==> config.mk <==
export PLATFORM = sky130hd
export DESIGN_NAME = l2_diff_stage
export DESIGN_NICKNAME = d
export VERILOG_FILES = /design/src/design/l2_pkg.sv /design/src/design/l2_diff_stage.sv
export SDC_FILE = /design/constraint.sdc
export NUM_CORES = 2
export LEC_CHECK = 0
export BUFFER_PORTS_ARGS = -buffer_cell sky130_fd_sc_hd__buf_4
export CAP_MARGIN = 20
export CORE_AREA = 2 2 367 369
export CTS_CLUSTER_SIZE = 28
export DETAILED_ROUTE_END_ITERATION = 6
export DIE_AREA = 0 0 369 371
export GPL_TIMING_DRIVEN = 0
export PLACE_DENSITY = 0.47
export SLEW_MARGIN = 30
export SYNTH_ARGS = -nofsm -noshare
export SYNTH_HDL_FRONTEND = slang
export SYNTH_SLANG_ARGS = --single-unit
==> constraint.sdc <==
create_clock -name clk -period 1.2 [get_ports clk]
set_clock_uncertainty 0.1 [all_clocks]
set_input_delay 0.3 -clock clk [delete_from_list [all_inputs] [get_ports clk]]
set_output_delay 0.3 -clock clk [all_outputs]
set_load 0.03 [all_outputs]
==> src/design/l2_pkg.sv <==
package l2_pkg;

  // ---------------------------------------------------------------------
  // widths
  // ---------------------------------------------------------------------
  localparam int ELEM_W = 11;  // element and arithmetic word.
  localparam int LEAF_W = 6;

  // ---------------------------------------------------------------------
  // pipeline shape
  // ---------------------------------------------------------------------
  // three adder levels reduce at most eight squares.
  localparam int TREE_LEVELS = 3;

  // diff stage, square stage, then the tree levels.
  localparam int PIPE_DEPTH = 2 + TREE_LEVELS;

  // ---------------------------------------------------------------------
  // types
  // ---------------------------------------------------------------------
  typedef logic signed [ELEM_W-1:0] elem_t;  // element or difference.
  typedef logic        [ELEM_W-1:0] sq_t;    // square, low bits only.
  typedef logic        [ELEM_W-1:0] dist_t;  // partial or final sum.
  typedef logic        [LEAF_W-1:0] leaf_idx_t;

endpackage

==> src/design/l2_diff_stage.sv <==
`timescale 1ns/1ps

module l2_diff_stage
  import l2_pkg::*;
#(
  parameter int NUM_CAND  = 8,
  parameter int PATCH_LEN = 5
) (
  input  logic      clk,
  input  logic      rst_n,
  input  logic      query_valid,
  input  leaf_idx_t leaf_idx,
  input  elem_t     query_patch    [PATCH_LEN],
  input  elem_t     candidate_leaf [NUM_CAND][PATCH_LEN],
  output logic      diff_valid,
  output leaf_idx_t diff_leaf_idx,
  output elem_t     patch_diff     [NUM_CAND][PATCH_LEN]
);

  // ---------------------------------------------------------------------
  // valid and leaf index delay lines, first step
  // ---------------------------------------------------------------------
  // both shift on every edge, query or not.
  always_ff @(posedge clk or negedge rst_n) begin
    if (!rst_n) begin
      diff_valid    <= 1'b0;
      diff_leaf_idx <= '0;
    end else begin
      diff_valid    <= query_valid;
      diff_leaf_idx <= leaf_idx;
    end
  end

  // ---------------------------------------------------------------------
  // query minus candidate
  // ---------------------------------------------------------------------
  always_ff @(posedge clk or negedge rst_n) begin
    if (!rst_n) begin
      for (int c = 0; c < NUM_CAND; c++) begin
        for (int p = 0; p < PATCH_LEN; p++) begin
          patch_diff[c][p] <= '0;
        end
      end
    end else if (query_valid) begin
      for (int c = 0; c < NUM_CAND; c++) begin
        for (int p = 0; p < PATCH_LEN; p++) begin
          // wraps to ELEM_W bits.
          patch_diff[c][p] <= query_patch[p] - candidate_leaf[c][p];
        end
      end
    end
  end

endmodule

==> impl_metrics.json <==
{
  "area_delta_synth_final_pct": 64.8,
  "synth_ff_type": "dfrtp_1",
  "worstSetupPathType": "in2reg",
  "yosys.cell_types.count": 48,
  "period_minus_slack_ns": 1.85,
  "violations": "hold timing, setup timing",
  "clkSinkCount": 447,
  "layout-drive-gt1-share": 0.423,
  "die_area_mm2": 0.137,
  "insertion_delay_ns": 0.66,
  "synth_warnings": 0,
  "hold_class": "in2async",
  "ys_ff_latch": 447,
  "peakVddDrop_mv": 1.10,
  "antenna_found_initial": 46,
  "cts_hold_buffers": 92,
  "post-route-util": 0.427,
  "cts_made_buffers": 68,
  "die_w_um": 369,
  "synth_edf_count": 0,
  "fmax_mhz": 539,
  "ant_nets": 0,
  "worstPathArrival_ns": 2.31,
  "wirelength_mm": 199,
  "final_nets": 6195,
  "maxCapViolCount": 0,
  "fin_crit_sh": 1.54,
  "grt_overflow_total": 0,
  "async_flop_share": 1.00,
  "detail_route.wl_per_cell_um": 28.1,
  "dp_hpwl_mm": 157,
  "clkTransAtPathRegs_ns": 0.06,
  "synth_fp_nets": 4752,
  "rsz0062_at_grt": "yes",
  "start_util": 0.259,
  "pwr_density_cell_mw_per_mm2": 1420,
  "grtUsageTotal": 0.281,
  "worst_slew_margin_rel": 0.536,
  "gp_congestion": 0.898,
  "grt_pass1_wl_mm": 269,
  "cp-end-kind": "flip-flop",
  "hold_viol_final": 201,
  "crit_path_start_kind": "input port",
  "synthesis.area_mm2": 0.0344,
  "num_vias": 35059,
  "syn_area_per_cell_um2": 9.03,
  "synthCells": 3808,
  "core_mm2": 0.133,
  "drt-vias-per-instance": 4.95,
  "fin_ws_ns": -0.654,
  "ys_seq_area_frac": 0.325,
  "rows": 134,
  "setup_viol": 809,
  "cts-htree-levels": 3,
  "port_buffers": 945,
  "cts_buffer_depth": 3,
  "die_h_um": 371,
  "grt_pass1_vias": 35232,
  "required_ns": 1.66,
  "ioPinCount": 951,
  "drc": 0,
  "drt_iter0_markers": 1961,
  "cts-root-buf": "clkbuf_16",
  "slew_violations": 0,
  "grt_start_max_net_pins": 74,
  "timing.hold.ws_ns": -0.591,
  "power.leakage_nw": 26.0,
  "status": "complete, but fails checks",
  "crit_path_max_fanout": 3,
  "tightest_slew_ns": 0.691,
  "cts_tree": "done",
  "drtPass1Iterations": 5
}
## kinds of logic after synthesis
family	count (synthesis)	share of synthesized area
compound gates	970	0.175
simple gates	782	0.105
buf+inv	624	0.0693
flops	447	0.325
fa+ha+maj	440	0.169
xor+xnor	286	0.0728
mux	259	0.0837
## routing by layer
metal	part of all wire	up-vias	track usage
li1	-	16276	-
met1	0.40	17305	0.330
met2	0.48	1136	0.480
met3	0.075	306	0.0799
met4	0.042	36	0.113
met5	0.0011	-	0
## critical path, cell delays in order
cell and delay, ns:
buf_6 0.10, clkinvlp_4 0.07, buf_12 0.11, buf_12 0.11
buf_12 0.11, ha_4 0.16, inv_2 0.04, fa_2 0.39
a21oi_4 0.20, o211ai_1 0.10, buf_4 0.19, nand2_1 0.08
xnor2_1 0.08, mux2_4 0.27
## sequential cells by signal, summed over array words and instances, names as in the netlist
signal / cells
diff_valid: 1
diff_leaf_idx: 6
patch_diff: 440
## placed cells by master (no fill, tap or decap), types with 30 or more instances in the layout
| master | synthesis | routed |
|---|---|---|
| buf_4 | 0 | 730 |
| buf_6 | 1 | 501 |
| inv_1 | 536 | 478 |
| dfrtp_1 | 447 | 437 |
| ha_1 | 400 | 316 |
| nor2_1 | 247 | 246 |
| nand2_1 | 233 | 225 |
| xnor2_1 | 238 | 224 |
| a21oi_1 | 338 | 215 |
| mux2_2 | 229 | 165 |
| o21ai_0 | 199 | 121 |
| dlygate4sd3_1 | 0 | 92 |
| a21oi_2 | 0 | 81 |
| ha_4 | 0 | 77 |
| clkbuf_16 | 0 | 76 |
| nor3_1 | 75 | 75 |
| o21a_1 | 70 | 70 |
| mux2_4 | 0 | 64 |
| o21ai_1 | 0 | 59 |
| a31oi_1 | 78 | 58 |
| inv_2 | 0 | 52 |
| nand2b_1 | 88 | 47 |
| buf_16 | 0 | 46 |
| xor2_1 | 48 | 44 |
| a21oi_4 | 0 | 42 |
| nand2b_4 | 0 | 41 |
| fa_2 | 0 | 40 |
| or3_1 | 38 | 38 |
| a21o_1 | 37 | 36 |
| o311ai_1 | 1 | 36 |
| and3_1 | 35 | 35 |
| a211oi_2 | 0 | 33 |
| o31ai_1 | 33 | 32 |
| o211ai_1 | 31 | 31 |
| a41oi_2 | 0 | 30 |
| mux2i_1 | 30 | 30 |
| nor4_1 | 30 | 30 |
## cell usage after synthesis (48+ instances only)
| master | count | share of area |
|---|---|---|
| nor2_1 | 247 | 0.027 |
| nand2_1 | 233 | 0.025 |
| xnor2_1 | 238 | 0.061 |
| mux2_2 | 229 | 0.075 |
| inv_1 | 536 | 0.059 |
| ha_1 | 400 | 0.15 |
| a31oi_1 | 78 | 0.014 |
| xor2_1 | 48 | 0.012 |
| o21a_1 | 70 | 0.015 |
| o21ai_0 | 199 | 0.029 |
| dfrtp_1 | 447 | 0.33 |
| nand2b_1 | 88 | 0.016 |
| clkbuf_1 | 48 | 0.0052 |
| a21oi_1 | 338 | 0.049 |
| nor3_1 | 75 | 0.011 |
## repair_timing
action	CTS	global route
pin swaps	332	225
resized for setup	1091	153
gates cloned	1	0
setup buffers	197	91
hold endpoints to repair	298	184
setup endpoints to repair	958	873
## layout make-up
| class | count | area, um2 |
|---|---|---|
| repair buffers | 1373 | 13600 |
| clock buffers | 93 | 1940 |
| plain buffers | 88 | 876 |
| fillers | 13299 | 76100 |
| diodes | 15 | 37.5 |
| multi-input cells | 2737 | 24400 |
| clock inverters | 26 | 372 |
| inverters | 536 | 2030 |
| flip-flops and latches | 447 | 11200 |
| well taps | 1768 | 2210 |
## metrics by stage
step	TNS [ns]	power (mW)	instances	setup WS, ns	area (um2)
2_1_floorplan	-262.91	37.3	3808	-0.883	35100
3_3_place_gp	-3500.31	50.7	6521	-5.91	44400
3_5_place_dp	-713.95	51.4	6574	-1.78	45900
4_1_cts	-283.86	79.8	6982	-0.594	55400
5_1_grt	-320.65	84.1	7079	-0.762	56700
6_report	-287.23	80.6	7083	-0.654	56700
## worst paths after layout
path                               startpoint              end  slack (ns)  cells past startpoint
min in group clk           candidate_leaf[33]   patch_diff[33]       -0.15                      3
max in group asynchronous               rst_n   patch_diff[74]        0.15                      4
setup reg to reg              patch_diff[182]  patch_diff[182]        0.08                      3
hold reg to reg               patch_diff[436]  patch_diff[436]        0.40                      2
hold / removal                          rst_n  patch_diff[325]       -0.59                      1
setup / recovery              query_patch[11]  patch_diff[349]       -0.65                     14
## report_power, final
group          leakage, nW  switching (mW)  total (mW)  internal, mW
sequential            5.22            2.60        20.9          18.3
clock                 1.13            8.74        21.8          13.0
combinational         19.7            20.5        37.9          17.4
Power figures use the tool's default switching activity.
