### src/design/l2_pkg.sv
package l2_pkg;

  // ---------------------------------------------------------------------
  // widths
  // ---------------------------------------------------------------------
  localparam int ELEM_W = 11;  // element and arithmetic word.
  localparam int LEAF_W = 6;

  // ---------------------------------------------------------------------
  // pipeline shape
  // ---------------------------------------------------------------------
  // three adder levels reduce at most eight squares.
  localparam int TREE_LEVELS = 3;

  // diff stage, square stage, then the tree levels.
  localparam int PIPE_DEPTH = 2 + TREE_LEVELS;

  // ---------------------------------------------------------------------
  // types
  // ---------------------------------------------------------------------
  typedef logic signed [ELEM_W-1:0] elem_t;  // element or difference.
  typedef logic        [ELEM_W-1:0] sq_t;    // square, low bits only.
  typedef logic        [ELEM_W-1:0] dist_t;  // partial or final sum.
  typedef logic        [LEAF_W-1:0] leaf_idx_t;

endpackage

### src/design/l2_add_tree.sv
`timescale 1ns/1ps

module l2_add_tree
  import l2_pkg::*;
#(
  parameter int NUM_CAND  = 8,
  parameter int PATCH_LEN = 5
) (
  input  logic      clk,
  input  logic      rst_n,
  input  logic      sq_valid,
  input  leaf_idx_t sq_leaf_idx,
  input  sq_t       diff_sq [NUM_CAND][PATCH_LEN],
  output logic      dist_valid,
  output leaf_idx_t dist_leaf_idx,
  output dist_t     l2_dist [NUM_CAND]
);

  localparam int LEAVES = 1 << TREE_LEVELS;  // 8 inputs per candidate.

  dist_t     padded [NUM_CAND][LEAVES];
  dist_t     lvl1   [NUM_CAND][LEAVES/2];
  dist_t     lvl2   [NUM_CAND][LEAVES/4];
  logic      lvl1_valid;
  logic      lvl2_valid;
  leaf_idx_t lvl1_leaf_idx;
  leaf_idx_t lvl2_leaf_idx;

  // unused leaves read as zero.
  always_comb begin
    for (int c = 0; c < NUM_CAND; c++) begin
      for (int p = 0; p < LEAVES; p++) begin
        padded[c][p] = '0;
      end
      for (int p = 0; p < PATCH_LEN; p++) begin
        padded[c][p] = diff_sq[c][p];
      end
    end
  end

  // ---------------------------------------------------------------------
  // last three steps of the valid and leaf index lines
  // ---------------------------------------------------------------------
  always_ff @(posedge clk or negedge rst_n) begin
    if (!rst_n) begin
      lvl1_valid    <= 1'b0;
      lvl2_valid    <= 1'b0;
      dist_valid    <= 1'b0;
      lvl1_leaf_idx <= '0;
      lvl2_leaf_idx <= '0;
      dist_leaf_idx <= '0;
    end else begin
      lvl1_valid    <= sq_valid;
      lvl2_valid    <= lvl1_valid;
      dist_valid    <= lvl2_valid;
      lvl1_leaf_idx <= sq_leaf_idx;
      lvl2_leaf_idx <= lvl1_leaf_idx;
      dist_leaf_idx <= lvl2_leaf_idx;
    end
  end

  // ---------------------------------------------------------------------
  // adder levels, each gated by its own valid step
  // ---------------------------------------------------------------------
  always_ff @(posedge clk or negedge rst_n) begin
    if (!rst_n) begin
      for (int c = 0; c < NUM_CAND; c++) begin
        for (int i = 0; i < LEAVES/2; i++) begin
          lvl1[c][i] <= '0;
        end
        for (int i = 0; i < LEAVES/4; i++) begin
          lvl2[c][i] <= '0;
        end
        l2_dist[c] <= '0;
      end
    end else begin
      if (sq_valid) begin
        for (int c = 0; c < NUM_CAND; c++) begin
          for (int i = 0; i < LEAVES/2; i++) begin
            lvl1[c][i] <= padded[c][2*i] + padded[c][2*i+1];  // pair sums.
          end
        end
      end
      if (lvl1_valid) begin
        for (int c = 0; c < NUM_CAND; c++) begin
          for (int i = 0; i < LEAVES/4; i++) begin
            lvl2[c][i] <= lvl1[c][2*i] + lvl1[c][2*i+1];
          end
        end
      end
      if (lvl2_valid) begin
        for (int c = 0; c < NUM_CAND; c++) begin
          l2_dist[c] <= lvl2[c][0] + lvl2[c][1];  // wraps to ELEM_W.
        end
      end
    end
  end

endmodule

### config.mk
export PLATFORM = sky130hd
export DESIGN_NAME = l2_add_tree
export DESIGN_NICKNAME = d
export VERILOG_FILES = /design/src/design/l2_pkg.sv /design/src/design/l2_add_tree.sv
export SDC_FILE = /design/constraint.sdc
export NUM_CORES = 1
export LEC_CHECK = 0
export ABC_AREA = 1
export BUFFER_PORTS_ARGS = -buffer_cell sky130_fd_sc_hd__buf_4
export CAP_MARGIN = 20
export CORE_UTILIZATION = 54
export CTS_BUF_LIST = sky130_fd_sc_hd__clkbuf_8
export DETAILED_ROUTE_END_ITERATION = 10
export PLACE_DENSITY_LB_ADDON = 0.15
export SLEW_MARGIN = 10
export SYNTH_ARGS = -nofsm -noshare
export SYNTH_HDL_FRONTEND = slang
export SYNTH_SLANG_ARGS = --single-unit
### constraint.sdc
create_clock -name clk -period 1.5 [get_ports clk]
set_input_delay 0.15 -clock clk [delete_from_list [all_inputs] [get_ports clk]]
set_output_delay 0.15 -clock clk [all_outputs]
set_load 0.1 [all_outputs]
==> impl_metrics.toml <==
[status]
status = "finished with violations"
violations = "negative setup slack"

[power]
p_total_mw = 84.3
peakVddDrop_mv = 1.34
leakagePower_nw = 29.9
power_density_nw_per_um2 = 1470

[clock_network]
clk_latency_ns = 0.75
cts_max_level = 3
cts.sinks = 549
cts-root-buf = "clkbuf_8"
clk_pin_slew_ns = 0.07
numCtsBuffers = 93
ctsLongestPathBuffers = 3
cts_tree = "done"

[hold_path]
min_from = "diff_sq[404]"
whs_path_depth = 5
holdPathEnd = "lvl1[338]"
hold_path.class = "input port to register"

[setup_path]
worst-r2r-setup-slack_ns = -0.29
cp.required_ns = 2.14
crit_path_top_delay_cell = "dfrtp_1"
cpLargestDelayFamily = "adder cells"
crit_path_frequent_cell = "nand2_2"
worstPathCellList = "ha_2 -> inv_2 -> fa_2 -> inv_2 -> nand3_4 -> nand3_4 -> nand2_2 -> nand2_2 -> nand2_2 -> nand2_2 -> o21ai_2"
cpPeakStageDelay_ns = 0.41
crit_path_end_kind = "register"
cp.buffers_inverters = 2
reg2reg_depth = 11
critPathLaunchType = "register"
path_max_fanout = 3
criticalPathCategory = "register to register"
r2r-start = "lvl2[154]"
rr_endpoint = "l2_dist[83]"
worstPathArrival_ns = 2.43

[timing]
finalHoldViolations = 0
period_share = 1.19
drv_slew = 0
tightest_slew_ns = 0.612
rsz0062_at_grt = "true"
fin_crit_ns = 1.79
clock_skew_ns = 0.0591
relSlewSlack = 0.589
setup_viol = 135
fmax_ghz = 0.559
layout_setup_ws_ns = -0.290
fin_setup_tns_ns = -10.47

[layout]
drive_gt1_frac = 0.283
mostFrequentLayoutCells = "2244 x nand2_1, 887 x buf_4, 494 x inv_1, 490 x dfrtp_1, 403 x dlygate4sd3_1"
multi_input_area_um2 = 24700
finalNetCount = 7540
final_util = 0.848
syn_to_final_growth_pct = 54.9
fillerInstances = 3849
final_common_cell = "nand2_1"
register_area_um2 = 13800

[place]
io_buffers = 543
hpwl_um = 87400
gp_congestion = 0.958

[synthesis]
synth_area_um2 = 36900
synth-seq-cells = 549
ys_warn_count = 0
synth_cell_types = 23
syn-num-nets = 6109
yosysSeqAreaShare = 0.372
netlist_instances = 5308
synth.avg_cell_area_um2 = 6.95

[route]
routedWlPerCell_um = 18.9
drc = 0
vias_per_cell = 5.57
drtPass1Iterations = 8
first_iter_violations = 4173
num_vias = 42821
totalWireLength_um = 145000
detail-route-antenna-nets = 0

[floorplanning]
core_area_um2 = 67400
fp.dieH_um = 263
start_util = 0.548
die_w_um = 263
num_rows = 95
io_pins = 544
dieArea_um2 = 69400

[global_routing]
antenna_found_initial = 6
overflow = 0
grtUsageTotal = 0.376
grt_max_degree = 66
grt_first_pass_wirelength_um = 210000
grt_pass1_vias = 40468

[job]
timing.max_cap.violations = 0
-- what timing repair did --
action                     in CTS  in global routing
setup endpoints to repair     208                285
setup buffers                  64                122
cloned                          0                  0
hold buffers                  407                  1
pin swaps                      73                227
gates resized for setup       604                562
hold endpoints to repair      788                  1
-- per-stage QoR --
| stage | hold slack [ns] | std cells | instance area [µm²] | setup slack (ns) |
|---|---|---|---|---|
| finish | 0.0176 | 7689 | 57200 | -0.290 |
| global route | 0.0226 | 7688 | 57200 | -0.329 |
| CTS | 0.0000387 | 7581 | 54100 | -0.131 |
| detailed placement | 0.0941 | 6946 | 44600 | -0.319 |
| global placement | 0.0944 | 6946 | 44600 | -0.317 |
| floorplan | -0.146 | 5308 | 37100 | -0.0159 |
-- cell type report --
class                      count  area share
clock buffer                 119      0.0286
multi-input combinational   4124       0.432
timing repair buffer        1452       0.238
clock inverter                47     0.00606
sequential                   549       0.242
inverter                     519      0.0344
antenna                        6    0.000263
tap                          873      0.0191
-- worst min-delay path: stages --
cell	delay, ns
buf_4	0.08
ha_1	0.22
nand2_1	0.09
nand3_2	0.07
nand2_1	0.05
-- report_power, final --
part / total, mW / switching, mW / internal, mW
logic: 47.2 / 26.8 / 20.4
clock network: 14.5 / 6.78 / 7.73
registers: 22.5 / 4.36 / 18.2
-- layer usage --
| layer | vias up | GRT usage | routed length (µm) |
|---|---|---|---|
| met1 | 20087 | 0.512 | 58700 |
| met5 | - | 0 | 13 |
| li1 | 19665 | - | - |
| met4 | 2 | 0.134 | 7570 |
| met2 | 2441 | 0.608 | 66900 |
| met3 | 626 | 0.0585 | 12200 |
-- synth_stat cells --
cell type / n / share of area
buf_2: 51 / 0.0069
or2_1: 1 / 0.00017
inv_1: 516 / 0.052
buf_4: 18 / 0.0037
nor2_1: 384 / 0.039
clkbuf_1: 38 / 0.0039
nand2_2: 1 / 0.00017
nand4_1: 64 / 0.011
fa_1: 32 / 0.017
o21ai_1: 9 / 0.0012
nand3b_1: 65 / 0.013
ha_1: 320 / 0.11
a21oi_1: 159 / 0.022
clkbuf_2: 1 / 0.00014
buf_1: 6 / 0.00061
nand2_1: 2404 / 0.24
and2_4: 1 / 0.00024
o21ai_0: 204 / 0.028
nand3_1: 383 / 0.052
dfrtp_1: 549 / 0.37
inv_2: 3 / 0.00031
buf_6: 2 / 0.00061
xnor2_1: 97 / 0.023
-- worst max path at each step --
stage | start | endpoint | slack (ns) | depth (start not counted)
6_report | lvl2[154] | l2_dist[83] | -0.29 | 11
5_1_grt | lvl2[154] | l2_dist[83] | -0.33 | 11
4_1_cts | lvl1[121] | lvl2[61] | -0.13 | 11
3_5_place_dp | lvl1[114] | lvl2[60] | -0.32 | 7
3_3_place_gp | lvl1[121] | lvl2[61] | -0.32 | 10
2_1_floorplan | lvl2[44] | l2_dist[28] | -0.02 | 9
-- logic make-up (layout without fill, tap and decap cells) --
kind of cell / count (synthesis) / count (layout) / share of synthesized area
AOI/OAI and AO/OA: 372 / 372 / 0.0504
xor gates and xnor gates: 97 / 97 / 0.0230
adders and majority gates: 352 / 352 / 0.126
buffers and inverters: 635 / 2137 / 0.0686
DFF: 549 / 549 / 0.372
other: 0 / 6 / 0
and+or+nand+nor: 3303 / 3303 / 0.360
-- state kept, by name, indices dropped and copies added (netlist names) --
register / cells
dist_leaf_idx: 6
lvl2_leaf_idx: 6
lvl2: 176
lvl1: 264
lvl2_valid: 1
l2_dist: 88
lvl1_leaf_idx: 6
dist_valid: 1
lvl1_valid: 1
(Power assumes the default switching activity.)
