File: config.mk
export PLATFORM = sky130hd
export DESIGN_NAME = l2_square_stage
export DESIGN_NICKNAME = d
export VERILOG_FILES = /design/src/design/l2_pkg.sv /design/src/design/l2_square_stage.sv
export SDC_FILE = /design/constraint.sdc
export NUM_CORES = 2
export LEC_CHECK = 0
export ABC_AREA = 1
export CORE_MARGIN = 10
export CORE_UTILIZATION = 65
export DETAILED_ROUTE_END_ITERATION = 12
export DONT_BUFFER_PORTS = 1
export GPL_TIMING_DRIVEN = 1
export PLACE_DENSITY = 0.9
export SYNTH_ARGS = -nofsm -noshare
export SYNTH_HDL_FRONTEND = slang
export SYNTH_SLANG_ARGS = --single-unit
File: constraint.sdc
create_clock -name clk -period 0.85 [get_ports clk]
set_input_delay 0.085 -clock clk [delete_from_list [all_inputs] [get_ports clk]]
set_output_delay 0.085 -clock clk [all_outputs]
set_load 0.005 [all_outputs]
File: src/design/l2_pkg.sv
package l2_pkg;

  // ---------------------------------------------------------------------
  // widths
  // ---------------------------------------------------------------------
  localparam int ELEM_W = 11;  // element and arithmetic word.
  localparam int LEAF_W = 6;

  // ---------------------------------------------------------------------
  // pipeline shape
  // ---------------------------------------------------------------------
  // three adder levels reduce at most eight squares.
  localparam int TREE_LEVELS = 3;

  // diff stage, square stage, then the tree levels.
  localparam int PIPE_DEPTH = 2 + TREE_LEVELS;

  // ---------------------------------------------------------------------
  // types
  // ---------------------------------------------------------------------
  typedef logic signed [ELEM_W-1:0] elem_t;  // element or difference.
  typedef logic        [ELEM_W-1:0] sq_t;    // square, low bits only.
  typedef logic        [ELEM_W-1:0] dist_t;  // partial or final sum.
  typedef logic        [LEAF_W-1:0] leaf_idx_t;

endpackage

File: src/design/l2_square_stage.sv
`timescale 1ns/1ps

module l2_square_stage
  import l2_pkg::*;
#(
  parameter int NUM_CAND  = 8,
  parameter int PATCH_LEN = 5
) (
  input  logic      clk,
  input  logic      rst_n,
  input  logic      diff_valid,
  input  leaf_idx_t diff_leaf_idx,
  input  elem_t     patch_diff [NUM_CAND][PATCH_LEN],
  output logic      sq_valid,
  output leaf_idx_t sq_leaf_idx,
  output sq_t       diff_sq    [NUM_CAND][PATCH_LEN]
);

  sq_t sq_next [NUM_CAND][PATCH_LEN];

  // low ELEM_W bits of the product match for signed and unsigned.
  always_comb begin
    for (int c = 0; c < NUM_CAND; c++) begin
      for (int p = 0; p < PATCH_LEN; p++) begin
        sq_next[c][p] = sq_t'(patch_diff[c][p] * patch_diff[c][p]);
      end
    end
  end

  always_ff @(posedge clk or negedge rst_n) begin
    if (!rst_n) begin
      sq_valid    <= 1'b0;
      sq_leaf_idx <= '0;
    end else begin
      sq_valid    <= diff_valid;
      sq_leaf_idx <= diff_leaf_idx;
    end
  end

  always_ff @(posedge clk or negedge rst_n) begin
    if (!rst_n) begin
      for (int c = 0; c < NUM_CAND; c++) begin
        for (int p = 0; p < PATCH_LEN; p++) begin
          diff_sq[c][p] <= '0;
        end
      end
    end else if (diff_valid) begin
      diff_sq <= sq_next;  // hold otherwise.
    end
  end

endmodule

==> flow_summary.json, run 1 <==
{
  "outcome": "stopped before the end",
  "haltStage": "global routing",
  "error_line": "[ERROR GRT-0116] Global routing finished with congestion. Check the congestion regions in the DRC Viewer.",
  "cts.path.max_buffers": 3,
  "seq_area_frac_synth_pct": 14.6,
  "dp_hpwl_mm": 177,
  "synthTopCellsByArea": "fa_1, ha_1, dfrtp_1, inv_1, nand2_1",
  "ys_seq_elements": 407,
  "grt_remaining_overflow": 227,
  "ctsHtreeMaxLevel": 2,
  "port_buffers": 0,
  "grt_pass1_vias": 87300,
  "initial_core_util_pct": 65.7,
  "track_usage_pct": 60.5,
  "cts_buffers": 53,
  "synth_area_mm2": 0.0696,
  "synth_cell_type_count": 27,
  "yosysWarnings": 0,
  "num_rows": 119,
  "place_inst": 10900,
  "die_w_um": 347,
  "die_y_um": 347,
  "grt_max_degree": 408,
  "clock-sinks": 407,
  "gp_congestion": 0.928,
  "io_pins": 896,
  "place_area_mm2": 0.0814,
  "synth_top_area_cell": "fa_1",
  "grt_pass1_wl_mm": 553,
  "synth_top_area_share_pct": 28.0,
  "clockRootBuffer": "clkbuf_16",
  "syn_area_per_cell_um2": 7.92,
  "postSynthCellCount": 8792
}
[routing by layer]
metal | overflow | GRT usage, %
met5 | 1 | 17.7
met4 | 119 | 61.9
met3 | 10 | 47.1
met2 | 96 | 78.7
met1 | 1 | 56.6
[logic make-up after synthesis]
logic type / count (synthesis) / share of synthesized area [%]
flip-flops: 407 / 14.6
other: 1 / 0.00539
XOR/XNOR: 356 / 4.48
AO/OA/AOI/OAI: 355 / 2.80
adder cells (fa/ha/maj): 1994 / 46.3
AND/OR/NAND/NOR: 2751 / 15.5
buffers and inverters: 2928 / 16.2
[metrics by stage]
stage                     utilization [%]  setup slack, ns
after detailed placement             76.9            -3.14
after CTS                            82.0            -2.36
after floorplan                         -            -2.88
after global placement               76.9            -2.95
[synthesized netlist by cell type]
cell type / n
inv_2: 1
nand3_1: 227
ha_1: 1021
buf_4: 52
xor2_1: 192
nor3_1: 20
clkbuf_1: 169
nand2_1: 2173
inv_1: 2643
a21boi_0: 2
and3_1: 39
a22o_1: 40
o31ai_1: 4
fa_1: 973
buf_1: 3
a31oi_1: 2
a21oi_1: 101
o21ai_0: 205
xnor2_1: 164
o21a_1: 1
nand2b_1: 4
nor2_1: 263
buf_2: 56
or2_2: 25
conb_1: 1
dfrtp_1: 407
buf_6: 4
[timing repair]
item | CTS
gates cloned | 0
buffers inserted | 40
resized for setup | 618
endpoints found under the hold margin | 741
setup endpoints to repair | 687
hold buffers | 92
pin swaps | 499
==> run 2: changes to the inputs <==
--- a/config.mk
+++ b/config.mk
@@ -7,11 +7,11 @@
 export LEC_CHECK = 0
 export ABC_AREA = 1
 export CORE_MARGIN = 10
-export CORE_UTILIZATION = 65
+export CORE_UTILIZATION = 40
 export DETAILED_ROUTE_END_ITERATION = 12
 export DONT_BUFFER_PORTS = 1
 export GPL_TIMING_DRIVEN = 1
-export PLACE_DENSITY = 0.9
+export PLACE_DENSITY_LB_ADDON = 0.15
 export SYNTH_ARGS = -nofsm -noshare
 export SYNTH_HDL_FRONTEND = slang
 export SYNTH_SLANG_ARGS = --single-unit
==> flow_summary.json, run 2 <==
{
  "outcome": "complete, but fails checks",
  "violations": "hold timing, setup timing",
  "synthAdderAreaFrac_pct": 46.3,
  "insertion_delay_ns": 0.70,
  "period_share_pct": 360,
  "hold_viol_final": 687,
  "synthMuxAreaShare_pct": 0,
  "rr_startpoint": "diff_sq[68]$_DFFE_PN0P_",
  "grt_pass1_wl_mm": 319,
  "clock-sinks": 407,
  "crit_buf_inv": 3,
  "rsz0062_at_grt": "true",
  "fin_nets": 12200,
  "async_flop_share_pct": 100,
  "p_sw_share_pct": 44.7,
  "drt_iter0_markers": 1937,
  "final_cell_mix": "inv_1, nand2_1, buf_4, fa_1, ha_1",
  "dp_hpwl_mm": 162,
  "worstReg2RegEnd": "diff_sq[68]$_DFFE_PN0P_",
  "clkSlewWorstSetupHoldPaths_ns": 0.06,
  "grt_remaining_overflow": 0,
  "antenna_left": 0,
  "synth-simple-area-share_pct": 15.5,
  "skew_ns": 0,
  "final_common_cell": "inv_1",
  "power_frac_comb_pct": 70.8,
  "drcViolationCount": 0,
  "cp_common_cell": "fa_1",
  "synthTopCellsByArea": "fa_1, ha_1, dfrtp_1, inv_1, nand2_1",
  "seqPwrFrac_pct": 15.6,
  "cp_data_required_time_ns": 1.44,
  "port_buffers": 0,
  "initial_core_util_pct": 40.1,
  "gp_congestion": 0.854,
  "synth_top_area_share_pct": 28.0,
  "top_regs": "diff_sq: 400 flops, sq_leaf_idx: 6 flops, sq_valid: 1 flops",
  "end_kind": "register",
  "final_util_pct": 51.5,
  "synth_top_area_cell": "fa_1",
  "worst-r2r-cell-count": 1,
  "synth_compound_area_share_pct": 2.80,
  "setup_viol": 725,
  "vdd_drop_max_mv": 2.14,
  "coreArea_mm2": 0.173,
  "cts_tree": "built",
  "seq_area_frac_synth_pct": 14.6,
  "pwr-share-clk_pct": 13.6,
  "dieArea_mm2": 0.191,
  "drt-total-wl_mm": 200,
  "r2r_setup_slack_ns": 0.08,
  "cap_violations": 0,
  "setup_slack_ns": -2.21,
  "grt_max_degree": 408,
  "tightestPinTransition_ns": 1.22,
  "largest_register": "diff_sq",
  "clockRootBuffer": "clkbuf_16",
  "vias": 55200,
  "leakagePower_nw": 51.0,
  "die_w_um": 437,
  "crit_type": "input port to register",
  "timing.hold.ws_ns": -0.915,
  "cts.path.max_buffers": 3,
  "yosysMostFrequentCell": "inv_1",
  "first_pass_iters": 5,
  "p_sw_w": 0.0952,
  "cpPeakStageDelay_ns": 0.59,
  "viasPerCell": 4.55,
  "die_y_um": 437,
  "fmax_mhz": 327,
  "cp.arrival_ns": 3.65,
  "place_ws_ns": -2.97,
  "slew_headroom_pct": 19.0,
  "period_minus_slack_ns": 3.06,
  "hp-class": "input port to asynchronous set/reset pin",
  "postSynthCellCount": 8792,
  "intPower_w": 0.118,
  "ys.flop_type": "dfrtp_1",
  "track_usage_pct": 20.7,
  "ctsHtreeMaxLevel": 2,
  "final_layout_size_suffix_gt1_share_pct": 25.8,
  "synthXorXnorAreaFrac_pct": 4.48,
  "startpoint_type": "input port",
  "crit_chain": "nand2_8 > inv_4 > fa_2 > fa_1 > fa_1 > fa_1 > inv_1 > fa_1 > inv_2 > ha_4 > nand2_4 > nor3_2 > nand2_1 > nand3_4 > nand3_2 > nand3_2 > nand2_1",
  "cts_buffers": 60,
  "antenna_found_initial": 4,
  "wire_per_inst_um": 16.5,
  "synthToLayoutAreaGrowth_pct": 28.4,
  "critical-path-top-delay-family": "adder cells",
  "synth_cell_type_count": 27,
  "synth_edf_count": 0,
  "syn_area_per_cell_um2": 7.92,
  "powerDensity_mw_per_mm2": 2380,
  "yosysWarnings": 0,
  "crit_fanout": 6,
  "cpMaxStageDelayCell": "fa_2",
  "startpoint": "patch_diff[290]",
  "num_rows": 153,
  "ys_seq_elements": 407,
  "io_pins": 896,
  "ys_top_cells_by_count": "inv_1, nand2_1, ha_1",
  "n_fill_cell": 16600,
  "synth_area_mm2": 0.0696,
  "synth_top_family_by_area": "adder cells",
  "slew_violations": 0,
  "largest_reg_flops": 400,
  "grt_pass1_vias": 59500
}
[run 2: cell counts after synthesis]
No cell type changed its count.
[run 2: cell type report]
type / count / area (µm²) / share of cell area, %
diodes: 5 / 12.5 / 0.0140
clock buffers: 71 / 1610 / 1.81
clock inverters: 38 / 601 / 0.672
inverters: 2644 / 10000 / 11.2
multi-input cells: 5496 / 54700 / 61.2
flip-flops and latches: 407 / 10200 / 11.4
well taps: 2325 / 2910 / 3.26
repair buffers: 1139 / 9280 / 10.4
[run 2: timing repair]
action,CTS,global route
resized for setup,386,348
endpoints found under the hold margin,733,720
endpoints found under the setup margin,684,715
hold buffers,62,63
setup buffers,32,24
pin swaps,419,256
[run 2: kinds of logic (layout without fill, tap and decap cells)]
family / after synthesis / after routing
simple gates: 2751 / 2751
buf+inv: 2928 / 3892
flops: 407 / 407
other cells: 1 / 45
compound gates: 355 / 355
xor+xnor: 356 / 356
fa+ha+maj: 1994 / 1994
[run 2: worst max path at each step]
stage / endpoint / slack, ns / cells after the start
floorplan: diff_sq[186]$_DFFE_PN0P_ / -2.88 / 17
global placement: diff_sq[252]$_DFFE_PN0P_ / -3.02 / 19
detailed placement: diff_sq[230]$_DFFE_PN0P_ / -2.97 / 18
CTS: diff_sq[54]$_DFFE_PN0P_ / -2.14 / 16
global route: diff_sq[296]$_DFFE_PN0P_ / -2.27 / 17
finish: diff_sq[296]$_DFFE_PN0P_ / -2.21 / 17
[run 2: through the flow]
stage	total power (W)	area (µm²)	instances	TNS, ns	hold WS (ns)
2_1_floorplan	0.127	75600	8831	-631.54	-0.211
3_3_place_gp	0.168	82900	11800	-672.91	-0.197
3_5_place_dp	0.171	82900	11800	-680.60	-0.198
4_1_cts	0.210	87400	12000	-662.28	-0.996
5_1_grt	0.236	89300	12100	-651.20	-0.981
6_report	0.213	89300	12100	-602.67	-0.915
[run 2: routing by layer]
metal,part of all wire [%],GRT usage [%]
met3,4.5,3.51
met4,5.4,8.77
met5,0,0
met1,37,22.4
met2,53,39.4
[run 2: power groups by stage]
stage | clock network, W | logic, W | registers (W)
final | 0.0290 | 0.151 | 0.0331
after global routing | 0.0306 | 0.172 | 0.0340
after CTS | 0.0301 | 0.147 | 0.0334
after detailed placement | 0 | 0.138 | 0.0336
after global placement | 0 | 0.135 | 0.0336
after floorplan | 0 | 0.0964 | 0.0309
(Power assumes the default switching activity.)
